==> config.mk <==
export PLATFORM = sky130hd
export DESIGN_NAME = disp_subsys
export DESIGN_NICKNAME = d
export VERILOG_FILES = /design/src/design/disp_pkg.sv /design/src/design/digit_scanner.sv /design/src/design/disp_channel_select.sv /design/src/design/disp_subsys.sv /design/src/design/scan_timer.sv /design/src/design/seg_decoder.sv
export SDC_FILE = /design/constraint.sdc
export NUM_CORES = 1
export LEC_CHECK = 0
export BUFFER_PORTS_ARGS = -buffer_cell sky130_fd_sc_hd__buf_4
export CORE_AREA = 2 2 182 184
export DETAILED_ROUTE_END_ITERATION = 8
export DIE_AREA = 0 0 184 186
export PLACE_DENSITY_LB_ADDON = 0.15
export SLEW_MARGIN = 20
export SYNTH_ARGS = -nofsm -noshare
export SYNTH_HDL_FRONTEND = slang
export SYNTH_SLANG_ARGS = --single-unit
==> constraint.sdc <==
create_clock -name clk -period 3.75 [get_ports clk]
set_input_delay 0.375 -clock clk [delete_from_list [all_inputs] [get_ports clk]]
set_output_delay 0.375 -clock clk [all_outputs]
set_load 0.1 [all_outputs]
==> src/design/disp_pkg.sv <==
package disp_pkg;

	////////////////////
	// Display types
	////////////////////

	// Eight hex digits, digit 0 in the low nibble
	typedef logic [31:0] disp_word_t;

	// One bit per digit: point, blink or anode
	typedef logic [7:0] digit_mask_t;

	// Single hex digit value
	typedef logic [3:0] nibble_t;

	// Digit position, also the channel select
	typedef logic [2:0] digit_idx_t;

	// Segments a to g, bit 0 is a, active low
	typedef logic [6:0] seg_t;

	////////////////////
	// Channel 0 reset values
	////////////////////

	localparam disp_word_t  DISP_RESET_WORD  = 32'hAA5555AA;
	localparam digit_mask_t BLINK_RESET_MASK = 8'hFF;
	localparam digit_mask_t POINT_RESET_MASK = 8'h00;

	////////////////////
	// Scan and blink timing
	////////////////////

	// Clock cycles per digit
	localparam int SCAN_DIV    = 4;
	localparam int SCAN_CNT_W  = $clog2(SCAN_DIV);

	// Scan ticks per blink half-period
	localparam int BLINK_DIV   = 16;
	localparam int BLINK_CNT_W = $clog2(BLINK_DIV);

endpackage

==> src/design/digit_scanner.sv <==
`timescale 1ns/100ps

module digit_scanner import disp_pkg::*; (
	input  logic        clk,
	input  logic        arst_n,
	input  logic        scan_tick,
	input  logic        blink_phase,
	input  disp_word_t  disp_num,
	input  digit_mask_t point_mask,
	input  digit_mask_t blink_mask,
	output digit_mask_t an_n,
	output nibble_t     nibble,
	output logic        point,
	output logic        blank
);

	digit_idx_t digit_idx;

	////////////////////
	// Digit index
	////////////////////

	// Wraps from digit 7 back to digit 0
	always_ff @(posedge clk or negedge arst_n) begin
		if (!arst_n) begin
			digit_idx <= '0;
		end else if (scan_tick) begin
			digit_idx <= digit_idx + 1'b1;
		end
	end

	// Common anode, so the lit digit is driven low
	assign an_n = ~(digit_mask_t'(1) << digit_idx);

	////////////////////
	// Current digit
	////////////////////

	assign nibble = disp_num[{digit_idx, 2'b00} +: 4];
	assign point  = point_mask[digit_idx];

	// Off half of the blink period
	assign blank  = blink_mask[digit_idx] & blink_phase;

endmodule

==> src/design/disp_channel_select.sv <==
`timescale 1ns/100ps

module disp_channel_select import disp_pkg::*; (
	input  logic        clk,
	input  logic        arst_n,
	input  logic        cpu_we,
	input  digit_idx_t  test_sel,
	input  logic [63:0] point_in,
	input  logic [63:0] blink_in,
	input  logic [63:0] les,
	input  disp_word_t  data0,
	input  disp_word_t  data1,
	input  disp_word_t  data2,
	input  disp_word_t  data3,
	input  disp_word_t  data4,
	input  disp_word_t  data5,
	input  disp_word_t  data6,
	input  disp_word_t  data7,
	output disp_word_t  disp_num,
	output digit_mask_t point_out,
	output digit_mask_t blink_out
);

	disp_word_t  cpu_num;
	digit_mask_t cpu_blink;
	digit_mask_t cpu_point;

	////////////////////
	// CPU channel 0
	////////////////////

	// Loaded by the write strobe, byte 0 of point and blink is the write data
	always_ff @(posedge clk or negedge arst_n) begin
		if (!arst_n) begin
			cpu_num   <= DISP_RESET_WORD;
			cpu_blink <= BLINK_RESET_MASK;
			cpu_point <= POINT_RESET_MASK;
		end else if (cpu_we) begin
			cpu_num   <= data0;
			cpu_blink <= blink_in[7:0];
			cpu_point <= point_in[7:0];
		end
	end

	////////////////////
	// Source select
	////////////////////

	always_comb begin
		case (test_sel)
			3'd0:    disp_num = cpu_num;
			3'd1:    disp_num = data1;
			3'd2:    disp_num = data2;
			3'd3:    disp_num = data3;
			3'd4:    disp_num = data4;
			3'd5:    disp_num = data5;
			3'd6:    disp_num = data6;
			default: disp_num = data7;
		endcase
	end

	// Byte k of the board masks belongs to channel k
	always_comb begin
		if (test_sel == 3'd0) begin
			point_out = cpu_point;
			blink_out = cpu_blink;
		end else begin
			point_out = point_in[{test_sel, 3'b000} +: 8];
			blink_out = les[{test_sel, 3'b000} +: 8];
		end
	end

endmodule

==> src/design/disp_subsys.sv <==
`timescale 1ns/100ps

module disp_subsys import disp_pkg::*; (
	input  logic        clk,
	input  logic        arst_n,
	input  logic        cpu_we,
	input  digit_idx_t  test_sel,
	input  logic [63:0] point_in,
	input  logic [63:0] blink_in,
	input  logic [63:0] les,
	input  disp_word_t  data0,
	input  disp_word_t  data1,
	input  disp_word_t  data2,
	input  disp_word_t  data3,
	input  disp_word_t  data4,
	input  disp_word_t  data5,
	input  disp_word_t  data6,
	input  disp_word_t  data7,
	output seg_t        seg_n,
	output logic        dp_n,
	output digit_mask_t an_n
);

	// Selected frame
	disp_word_t  disp_num;
	digit_mask_t point_out;
	digit_mask_t blink_out;

	// Scan timing
	logic        scan_tick;
	logic        blink_phase;

	// Current digit
	nibble_t     nibble;
	logic        point;
	logic        blank;

	disp_channel_select disp_channel_select_inst (
		.clk       (clk),
		.arst_n    (arst_n),
		.cpu_we    (cpu_we),
		.test_sel  (test_sel),
		.point_in  (point_in),
		.blink_in  (blink_in),
		.les       (les),
		.data0     (data0),
		.data1     (data1),
		.data2     (data2),
		.data3     (data3),
		.data4     (data4),
		.data5     (data5),
		.data6     (data6),
		.data7     (data7),
		.disp_num  (disp_num),
		.point_out (point_out),
		.blink_out (blink_out)
	);

	scan_timer scan_timer_inst (
		.clk         (clk),
		.arst_n      (arst_n),
		.scan_tick   (scan_tick),
		.blink_phase (blink_phase)
	);

	digit_scanner digit_scanner_inst (
		.clk         (clk),
		.arst_n      (arst_n),
		.scan_tick   (scan_tick),
		.blink_phase (blink_phase),
		.disp_num    (disp_num),
		.point_mask  (point_out),
		.blink_mask  (blink_out),
		.an_n        (an_n),
		.nibble      (nibble),
		.point       (point),
		.blank       (blank)
	);

	seg_decoder seg_decoder_inst (
		.nibble (nibble),
		.point  (point),
		.blank  (blank),
		.seg_n  (seg_n),
		.dp_n   (dp_n)
	);

endmodule

==> src/design/scan_timer.sv <==
`timescale 1ns/100ps

module scan_timer import disp_pkg::*; (
	input  logic clk,
	input  logic arst_n,
	output logic scan_tick,
	output logic blink_phase
);

	logic [SCAN_CNT_W-1:0]  scan_cnt;
	logic [BLINK_CNT_W-1:0] blink_cnt;
	logic                   blink_wrap;

	// Digit prescaler, one tick per SCAN_DIV cycles
	always_ff @(posedge clk or negedge arst_n) begin
		if (!arst_n) begin
			scan_cnt <= '0;
		end else if (scan_tick) begin
			scan_cnt <= '0;
		end else begin
			scan_cnt <= scan_cnt + 1'b1;
		end
	end

	assign scan_tick = (scan_cnt == SCAN_CNT_W'(SCAN_DIV - 1));

	// Last tick of a blink half-period
	assign blink_wrap = scan_tick && (blink_cnt == BLINK_CNT_W'(BLINK_DIV - 1));

	// Phase 0 is visible, phase 1 blanks blinking digits
	always_ff @(posedge clk or negedge arst_n) begin
		if (!arst_n) begin
			blink_cnt   <= '0;
			blink_phase <= 1'b0;
		end else if (blink_wrap) begin
			blink_cnt   <= '0;
			blink_phase <= ~blink_phase;
		end else if (scan_tick) begin
			blink_cnt   <= blink_cnt + 1'b1;
		end
	end

endmodule

==> src/design/seg_decoder.sv <==
`timescale 1ns/100ps

module seg_decoder import disp_pkg::*; (
	input  nibble_t nibble,
	input  logic    point,
	input  logic    blank,
	output seg_t    seg_n,
	output logic    dp_n
);

	seg_t glyph_n;

	// Hex glyphs, bit order g f e d c b a, a low bit lights the segment
	always_comb begin
		case (nibble)
			4'h0:    glyph_n = 7'b1000000;
			4'h1:    glyph_n = 7'b1111001;
			4'h2:    glyph_n = 7'b0100100;
			4'h3:    glyph_n = 7'b0110000;
			4'h4:    glyph_n = 7'b0011001;
			4'h5:    glyph_n = 7'b0010010;
			4'h6:    glyph_n = 7'b0000010;
			4'h7:    glyph_n = 7'b1111000;
			4'h8:    glyph_n = 7'b0000000;
			4'h9:    glyph_n = 7'b0010000;
			4'hA:    glyph_n = 7'b0001000;
			4'hB:    glyph_n = 7'b0000011;
			4'hC:    glyph_n = 7'b1000110;
			4'hD:    glyph_n = 7'b0100001;
			4'hE:    glyph_n = 7'b0000110;
			default: glyph_n = 7'b0001110;
		endcase
	end

	// Blanking turns off the point as well
	assign seg_n = blank ? '1 : glyph_n;
	assign dp_n  = blank | ~point;

endmodule

=== Word level (Yosys, flattened, before mapping) ===
Memory sizes are Yosys's and may differ from the RTL's.
Index checks and enable logic that the tools add are counted.

* Memories: 1
* Logic and storage cells: 43
* Output and inout port bits: 16
* Memory bits (read-only): 112
* Register bits: 58
* Input port bits: 454

* Add/subtract/negate cells: 3
* Shifts and indexed selects: 4
* Multiplexer cells: 11
* Bitwise logic cells: 5
* Order comparisons: 1
* Eq/ne operators: 8
* Reduce and logical (&&, ||, !) cells: 3

{| class="wikitable"
|+ Memory list
! name !! depth !! bits a word !! rd ports !! clocked after Yosys merged registers in !! write ports !! line !! text
|-
| (name not given) || 16 || 7 || 1 || 0 || 0 || seg_decoder.sv:15 || <nowiki>case (nibble)</nowiki>
|}

{| class="wikitable"
|+ Operators by type and width
! cell !! count
|-
| 32-bit case mux with 7 select lines || 1
|-
| 64-bit by 7-bit variable part select with 8-bit output || 2
|-
| 32-bit by 6-bit variable part select with 4-bit output || 1
|-
| 8-bit two-way mux || 2
|-
| 3-bit equality test, second input constant || 3
|-
| 4-bit two-way mux || 2
|-
| 8-bit inverter || 1
|-
| 1-bit by 3-bit left shift with 8-bit output, first input constant || 1
|-
| 7-bit two-way mux || 1
|-
| 1-bit binary-select mux with 3-bit select || 2
|-
| 3-bit by 2-bit equality test with 1-bit output, second input constant || 2
|-
| 4-bit by 1-bit adder with 4-bit output, second input constant || 1
|-
| 4-bit equality test, second input constant || 1
|-
| 3-bit by 4-bit less-than comparator with 1-bit output, second input constant || 1
|-
| 3-bit by 1-bit adder with 3-bit output, second input constant || 1
|-
| 3-bit by 1-bit equality test with 1-bit output, second input constant || 1
|-
| 3-bit zero test || 1
|-
| 2-bit by 1-bit adder with 2-bit output, second input constant || 1
|-
| 2-bit equality test, second input constant || 1
|-
| 1-bit two-way mux || 2
|-
| 2-bit two-way mux || 1
|-
| 1-bit inverter || 2
|-
| 2-bit nonzero test || 1
|-
| 1-bit AND || 1
|-
| other kinds (2) || 2
|}

=== Depth between registers and ports, before layout ===
Gate-level depths: netlist of run 1.

* Word-level depth: 6
* Gate-level depth with buffers: 16
* Gate-level depth less buffers: 11

=== Cells and area by module ===
A second synthesis of run 1 with hierarchy kept.

* Cell total of the unflattened synthesis: 444
* Area, all modules: 6028.3 um^2

{| class="wikitable"
|+ By module, submodules not included
! module !! sequential area each (um^2) !! instances !! cells each !! area each (um^2)
|-
| disp_channel_select || 1231.2 || 1 || 323 || 4794.6
|-
| digit_scanner || 75.1 || 1 || 60 || 629.4
|-
| seg_decoder || 0.0 || 1 || 36 || 302.8
|-
| scan_timer || 175.2 || 1 || 25 || 301.5
|}

=== Least setup slack after synthesis of run 1 ===
OpenSTA, ideal clock, no wires.

* Path type: input port to output port
* From: input port test_sel[2]
* To: output port seg_n[2]
* Stages on the path: 11
* Data required time: 3375 ps
* Buffers on the path: 3
* Slack: -2320 ps
* Arrival time: 5695 ps
* Cell sequence: buf_6 > buf_6 > buf_6 > mux2_2 > a22oi_1 > nor2_1 > o31ai_1 > o211ai_1 > a22o_1 > ha_1 > o311ai_0

* Longest elaborated chain between the ends: 6
* Elaborated cells on any way between the ends: 16
* Those cells by class: eq/ne (6); shift (2); mux (5); bitwise (1); reduce/logical (1); memory (1)

{| class="wikitable"
|+ Ends and longest elaborated chain
! what !! line !! text
|-
| start, declared || disp_subsys.sv:7 || <nowiki>input digit_idx_t test_sel,</nowiki>
|-
| parallel branches: the longest is 5 deep, another holds memory read 16 x 7 bit || -- ||
|-
| 7-bit two-way mux (*) || seg_decoder.sv:36 || <nowiki>assign seg_n = blank ? '1 : glyph_n;</nowiki>
|-
| end, declared || disp_subsys.sv:19 || <nowiki>output seg_t seg_n,</nowiki>
|}

Every way passes the cells marked *. The select of a mux whose other input is x is not followed.

=== Worst setup path in the final report of run 1 ===
* From: input port test_sel[0]
* To: output port seg_n[3]

The elaborated chain is that of the path after synthesis.

==> qor_table.md, run 1 <==
| Result | Reported |
|---|---|
| H-tree level count | 3 |
| Synthesized flop and latch total | 58 |
| Number of cells traversed by the worst register-to-register path | 5 |
| Post-Synthesis Net Count | 1070 |
| Row count | 66 |
| Die Footprint | 34220 sq um |
| Critical Path Fanout Max | 14 |
| Signal arrival time at the worst endpoint | 3.27 ns |
| Initial Utilization | 19.31% |
| Avg Synthesized Cell Area | 10.33 sq um |
| Top post-synthesis cells by area | mux4_2 14%, dfrtp_1 14%, mux2_2 11%, dfstp_2 10%, mux2i_1 7.4% |
| CP bufs+invs | 5 |
| Clk sinks | 58 |
| Count of TritonRoute iterations in the first routing pass | 4 |
| Synth Cell Area | 6220 sq um |
| Detail Placement HPWL | 29480 microns |
| Placement-stage cell area | 10010 sq um |
| Async set or reset register ratio after synthesis | 100.0% |
| Headroom to the max-slew limit | 38.65% |
| CTS tree | done |
| Max-capacitance violation count | 0 |
| Count of antenna-violating nets left after detailed routing | 0 |
| Violation count after the first detailed-routing iteration | 310 |
| Actual slew at the worst max-slew pin | 0.9202 ns |
| Storage element area | 1483 sq um |
| Post-layout power | 2.803 mW |
| Class of the worst hold path | primary input to async pin |
| Number of synthesized flops with an enable pin | 0 |
| Predominant post-synthesis flop cell | dfrtp_1 |
| DRC violations left | 0 |
| Ant diodes | 0 |
| Critical Path RT | 3.38 ns |
| Utilization after layout | 32.16% |
| Cell family with most CP delay | multiplexers |
| Total gr overflow | 0 |
| Setup Viol. Count Final | 0 |
| Die extent in x | 184 microns |
| Core area | 32210 sq um |
| I/O pin count | 470 |
| Final Cycle Share | 97.15% |
| Cell area after layout | 10360 sq um |
| CP peak stage delay | 0.53 ns |
| Final critical-path required period | 3.643 ns |
| All-layer global routing usage | 20.94% |
| Endpoint class of the critical path | output pin |
| Cell type of the slowest stage on the worst timing path | mux4_2 |
| Fin Clk Skew | 0.007944 ns |
| CP startpoint kind | primary input |
| Number of failing hold endpoints at the final stage | 0 |
| Clock-pin transition on the worst setup and hold timing paths | 0.07 ns |
| Area taken by multi-input logic gates | 4290 sq um |
| Final Slew Violations | 0 |
| Share of final-layout standard cells stronger than drive strength 1 | 61.35% |
| Routed via count divided by cell count | 4.760 |
| Filler cells | 3474 |
| Syn-to-layout area delta | 66.55% |
| First-pass GRT wire length | 50730 microns |
| Post-Route WL | 35890 microns |
| Sequential fraction of the synthesis area | 23.82% |
| Power per cell area | 270.6 nW/um^2 |
| Proportion of netlist area held by the largest area contributor | 13.76% |
| Count of warnings emitted by yosys | 0 |
| Pin count of the biggest net entering global routing | 59 |
| Clock latency reported for the late side of the worst-skew pair | 0.35 ns |
| Cell at the root of the clock tree | clkbuf_16 |
| Number of input and output port buffers inserted | 405 |
| Routability congestion estimate | 0.8238 |
| Total stage count of the critical path | 13 |
| Static leakage | 4.719 nW |
| Status | complete, no violations |
| Unrepaired setup endpoints after global routing | false |
| Vias in the first global route | 7535 |
| Number of buffers inserted during clock tree synthesis | 9 |
| Peak ir drop on the vdd network | 0.0001978 V |
| Critical setup path kind | primary input to output pin |
| Synthesized instance count | 602 |
| Biggest area consumer among synthesized cells | mux4_2 |
| Maximum clock path buffer count | 2 |
| Die span in y | 186 microns |
| Yosys cell types | 65 |
| Number of buffers inserted for hold repair after clock tree synthesis | 0 |
| Post-detailed-route wirelength per cell | 24.78 microns |
| Post-CTS Setup Bufs | 0 |
| Max Clock Freq | 274.5 MHz |
| Number of antenna violations at the first check in global routing | 3 |
| Critical-path cell list | buf_6, buf_12, mux4_2, o221a_2, a21oi_2, o21ai_1, a22o_2, inv_1, ha_1, inv_1, mux4_2, nand2b_1, buf_4 |
| Count of nets after finishing | 1503 |
| Vias | 6892 |
registers in the layout, indices dropped and copies added (netlist names):
signal                              flops
disp_channel_select_inst.cpu_blink      8
disp_channel_select_inst.cpu_num       32
digit_scanner_inst.digit_idx            3
scan_timer_inst.scan_cnt                2
scan_timer_inst.blink_cnt               4
disp_channel_select_inst.cpu_point      8
scan_timer_inst.blink_phase             1
synth_stat cells, types with 3 or more instances:
| cell type | count |
|---|---|
| mux4_2 | 38 |
| ha_1 | 14 |
| o31ai_1 | 3 |
| a31oi_1 | 6 |
| a221oi_1 | 8 |
| buf_12 | 3 |
| o22ai_1 | 9 |
| a22o_1 | 3 |
| a211oi_1 | 3 |
| buf_4 | 13 |
| a21oi_1 | 32 |
| dfstp_2 | 24 |
| buf_6 | 16 |
| a21o_1 | 3 |
| nand2b_1 | 8 |
| a22oi_1 | 6 |
| buf_1 | 3 |
| o21a_1 | 4 |
| nor2_1 | 33 |
| o211ai_1 | 4 |
| and3_1 | 3 |
| a221o_1 | 3 |
| nand3_1 | 17 |
| mux2i_1 | 46 |
| nand3b_1 | 5 |
| inv_1 | 12 |
| dfrtp_1 | 34 |
| a2bb2oi_1 | 4 |
| mux2_2 | 61 |
| clkbuf_1 | 11 |
| nand2_1 | 37 |
| buf_2 | 9 |
| nor3_1 | 4 |
| o21ai_0 | 45 |
| o221ai_1 | 25 |
| mux4_1 | 7 |
| nor2b_1 | 7 |
metal layers:
metal  routed length [microns]  GRT usage, %  up-vias  share of wire, %
met4                       809         6.272        4               2.3
met1                     14050         23.97     3304                39
li1                          -             -     3234                 -
met2                     18280         38.40      310                51
met5                        33             0        -             0.092
met3                      2702         5.107       40               7.5
stage by stage:
step                worst slack, ns  TNS [ns]  hold slack (ns)  std cells
finish                       0.1067         0           0.1681       1448
global route               0.001777         0           0.2186       1448
CTS                        0.006320         0           0.1910       1448
floorplan                   -0.2217   -0.2217          0.07941        602
detailed placement          -0.1201   -0.1711           0.4233       1432
global placement            -0.1431   -0.1991           0.4158       1432
power breakdown:
part           internal [mW]  switching (mW)  leakage [nW]
clock                  0.580           0.377         0.152
combinational          0.594           0.528          3.92
sequential             0.697          0.0264         0.651
cells by family (layout without fill, tap and decap cells):
logic type | after synthesis | in the layout | synth area share (%)
compound gates | 178 | 178 | 19.71
mux | 154 | 154 | 35.53
simple gates | 125 | 125 | 9.616
buf+inv | 70 | 508 | 8.087
flops | 58 | 58 | 23.82
fa+ha+maj | 14 | 14 | 2.816
xor+xnor | 3 | 3 | 0.4225
cell type report:
cell class                      instances  share of cell area (%)
Clock buffer                           10                   2.210
Clock inverter                          6                  0.7972
Inverter                               14                  0.5798
Multi-Input combinational cell        474                   41.42
Sequential cell                        58                   14.31
Tap cell                              408                   4.928
Timing Repair Buffer                  478                   35.75
layout by cell type, fill, tap and decap left out, types with 5 or more instances in the layout:
cell type,count
ha_1,14
clkbuf_16,9
o22ai_1,9
nand2b_1,8
nor2_1,33
buf_4,466
mux2i_1,46
a221oi_1,8
nor2b_1,7
dfrtp_1,33
mux4_1,7
dfstp_2,24
mux4_2,38
nand3b_1,5
a31oi_1,6
o221ai_1,22
mux2_2,61
nand2_1,37
o21ai_0,44
a21oi_1,30
a22oi_1,6
buf_12,8
nand3_1,17
inv_1,11
final timing paths:
path	slack [ns]	from	endpoint
min in group clk	0.25	point_in[0]	disp_channel_select_inst.cpu_point[0]
hold reg to reg	0.43	scan_timer_inst.scan_cnt[0]	scan_timer_inst.scan_cnt[0]
setup / recovery	0.11	test_sel[0]	seg_n[3]
hold / removal	0.17	arst_n	disp_channel_select_inst.cpu_num[30]
max in group asynchronous	2.95	arst_n	digit_scanner_inst.digit_idx[0]
setup reg to reg	2.05	digit_scanner_inst.digit_idx[1]	digit_scanner_inst.digit_idx[1]
what timing repair did:
| item | CTS | global route |
|---|---|---|
| gates resized for setup | 4 | 7 |
| pin swaps | 0 | 1 |
| endpoints found under the setup margin | 3 | 2 |
No activity file was read; power rests on OpenSTA's default activity.
==> inputs of run 2 (changes only) <==
clock period = 3.6 ns   (was 3.75 ns; I/O delays follow)
==> qor_table.md, run 2 (synthesized netlist as in run 1, its figures left out) <==
| Result | Reported | Change |
|---|---|---|
| Status | complete, no violations | unchanged |
| Switching fraction of total power | 32.83% | was 33.24% |
| Worst Setup Slack post-DPL | -0.08503 ns | was -0.1201 ns |
| Fin Clk Skew | 0.002053 ns | was 0.007944 ns |
| Internal power | 1.975 mW | was 1.871 mW |
| H-tree level count | 3 | unchanged |
| Final cell count without fillers | 1467 | was 1448 |
| Pin count of the biggest net entering global routing | 59 | unchanged |
| Switching pwr | 0.9652 mW | was 0.9317 mW |
| Number of buffers inserted for hold repair after clock tree synthesis | 0 | unchanged |
| Headroom to the max-slew limit | 36.66% | was 38.65% |
| Count of nets after finishing | 1520 | was 1503 |
| Post-detailed-route wirelength per cell | 24.85 microns | was 24.78 microns |
| Utilization after layout | 32.76% | was 32.16% |
| Final Slew Violations | 0 | unchanged |
| CP startpoint | digit_scanner_inst.digit_idx[1] | was test_sel[0] |
| Post-layout power | 2.940 mW | was 2.803 mW |
| Clock-pin transition on the worst setup and hold timing paths | 0.07 ns | about the same |
| Syn-to-layout area delta | 69.64% | was 66.55% |
| Endpoint class of the critical path | output pin | unchanged |
| Actual slew at the worst max-slew pin | 0.9501 ns | was 0.9202 ns |
| Placed cell count | 1444 | was 1432 |
| Routed via count divided by cell count | 4.805 | was 4.760 |
| Number of failing hold endpoints at the final stage | 0 | unchanged |
| Total gr overflow | 0 | unchanged |
| DRC violations left | 0 | unchanged |
| Routability congestion estimate | 0.8369 | was 0.8238 |
| Sequential cell fraction of total power | 25.6% | was 25.8% |
| CP startpoint kind | flop | was primary input |
| Max Clock Freq | 288.2 MHz |  |
| Setup TNS | 0 ns | unchanged |
| Row count | 66 | unchanged |
| Violation count after the first detailed-routing iteration | 318 | was 310 |
| Biggest register | disp_channel_select_inst.cpu_num | unchanged |
| Power per cell area | 278.7 nW/um^2 | was 270.6 nW/um^2 |
| Count of antenna-violating nets left after detailed routing | 0 | unchanged |
| Initial Utilization | 19.31% | unchanged |
| Share of power burned in combinational logic | 41.4% | was 40.0% |
| Post-Route WL | 36460 microns | was 35890 microns |
| Critical setup path kind | flop to output pin | was primary input to output pin |
| Class of the worst hold path | primary input to async pin | unchanged |
| Die span in y | 186 microns | unchanged |
| Clock latency reported for the late side of the worst-skew pair | 0.34 ns | was 0.35 ns |
| Die extent in x | 184 microns | unchanged |
| All-layer global routing usage | 21.25% | was 20.94% |
| Final Cycle Share | 96.40% |  |
| Core area | 32210 sq um | unchanged |
| Clock Power Share | 32.9% | was 34.1% |
| Clk sinks | 58 | unchanged |
| Most common cell after layout, fill and taps aside | buf_4 | unchanged |
| Cell at the root of the clock tree | clkbuf_16 | unchanged |
| Biggest regs | disp_channel_select_inst.cpu_num x32, disp_channel_select_inst.cpu_blink x8, disp_channel_select_inst.cpu_point x8 | unchanged |
| Filler cells | 3471 | was 3474 |
| I/O pin count | 470 | unchanged |
| Static leakage | 4.810 nW | was 4.719 nW |
| Critical Path RT | 3.24 ns | was 3.38 ns |
| Leading cell types in the layout, fill and taps excluded | 481 x buf_4, 61 x mux2_2, 46 x mux2i_1, 44 x o21ai_0, 38 x mux4_2 | was 466 x buf_4, 61 x mux2_2, 46 x mux2i_1, 44 x o21ai_0, 38 x mux4_2 |
| Final critical-path required period | 3.470 ns |  |
| Largest register FFs | 32 | unchanged |
| Number of antenna violations at the first check in global routing | 2 | was 3 |
| Peak ir drop on the vdd network | 0.0002191 V | was 0.0001978 V |
| Signal arrival time at the worst endpoint | 3.11 ns | was 3.27 ns |
| Number of input and output port buffers inserted | 405 | unchanged |
| Max-capacitance violation count | 0 | unchanged |
| Vias in the first global route | 7697 | was 7535 |
| Setup Viol. Count Final | 0 | unchanged |
| Die Footprint | 34220 sq um | unchanged |
| Detail Placement HPWL | 30050 microns | was 29480 microns |
| Maximum clock path buffer count | 2 | unchanged |
| Reg2reg start | digit_scanner_inst.digit_idx[1] | unchanged |
| Critical Path Fanout Max | 7 | was 14 |
| Final setup margin | 0.1297 ns | was 0.1067 ns |
| Number of buffers inserted during clock tree synthesis | 9 | unchanged |
| Share of final-layout standard cells stronger than drive strength 1 | 62.54% | was 61.35% |
| First-pass GRT wire length | 51470 microns | was 50730 microns |
| CTS tree | done | unchanged |
| Count of TritonRoute iterations in the first routing pass | 4 | unchanged |
| Vias | 7049 | was 6892 |
[run 2: path summary, 6_finish.rpt]
kind	cells past startpoint	endpoint	slack [ns]
worst max-delay path	9	seg_n[3]	0.13
worst min-delay path	1	disp_channel_select_inst.cpu_num[30]	0.14
worst max register to register	5	digit_scanner_inst.digit_idx[1]	1.94
worst min register to register	1	scan_timer_inst.scan_cnt[0]	0.42
max in group asynchronous	1	digit_scanner_inst.digit_idx[0]	2.78
min in group clk	2	disp_channel_select_inst.cpu_num[30]	0.24
[run 2: what timing repair did]
action                                 4_1_cts  5_1_grt
resized for setup                            7       18
setup buffers                                3        2
pin swaps                                    4        5
setup endpoints to repair                    2        5
endpoints found under the hold margin        0        0
[run 2: cell type report]
| class | instances | area [sq um] | share of cell area (%) |
|---|---|---|---|
| clock buffers | 14 | 274.0 | 2.597 |
| flip-flops and latches | 58 | 1484 | 14.06 |
| inverters | 14 | 56.30 | 0.5336 |
| well taps | 408 | 510.5 | 4.838 |
| repair buffers | 495 | 3856 | 36.55 |
| clock inverters | 2 | 35.03 | 0.3320 |
| multi-input cells | 474 | 4330 | 41.04 |
| diodes | 2 | 5.005 | 0.04743 |
[run 2: critical path, stage by stage, from the launching register on]
cell and delay [ns]:
dfrtp_1 0.35, clkinv_1 0.44, a31oi_1 0.32, o21ai_0 0.11, o21ai_0 0.19, a221o_1 0.32
and2_4 0.20, mux4_2 0.50, nand2b_4 0.16, buf_12 0.16
[run 2: layer usage]
layer / vias up / GRT usage [%] / part of all wire, %
met3: 28 / 6.535 / 9.4
li1: 3274 / - / -
met4: 2 / 5.216 / 1.8
met1: 3420 / 24.27 / 38
met5: - / 0 / 0.038
met2: 325 / 38.55 / 50
[run 2: power by group through the flow]
| stage | registers [mW] | clock network [mW] | logic (mW) |
|---|---|---|---|
| 2_1_floorplan | 0.754 | 0 | 0.616 |
| 3_5_place_dp | 0.766 | 0 | 1.20 |
| 6_report | 0.754 | 0.969 | 1.22 |
| 4_1_cts | 0.755 | 1.01 | 1.21 |
| 5_1_grt | 0.763 | 1.04 | 1.31 |
| 3_3_place_gp | 0.765 | 0 | 1.20 |
[run 2: metrics by stage]
step | hold slack (ns) | cell area (sq um)
5_1_grt | 0.2036 | 10550
3_5_place_dp | 0.4161 | 10110
4_1_cts | 0.1740 | 10460
2_1_floorplan | 0.06441 | 6262
3_3_place_gp | 0.4160 | 10110
6_report | 0.1444 | 10550
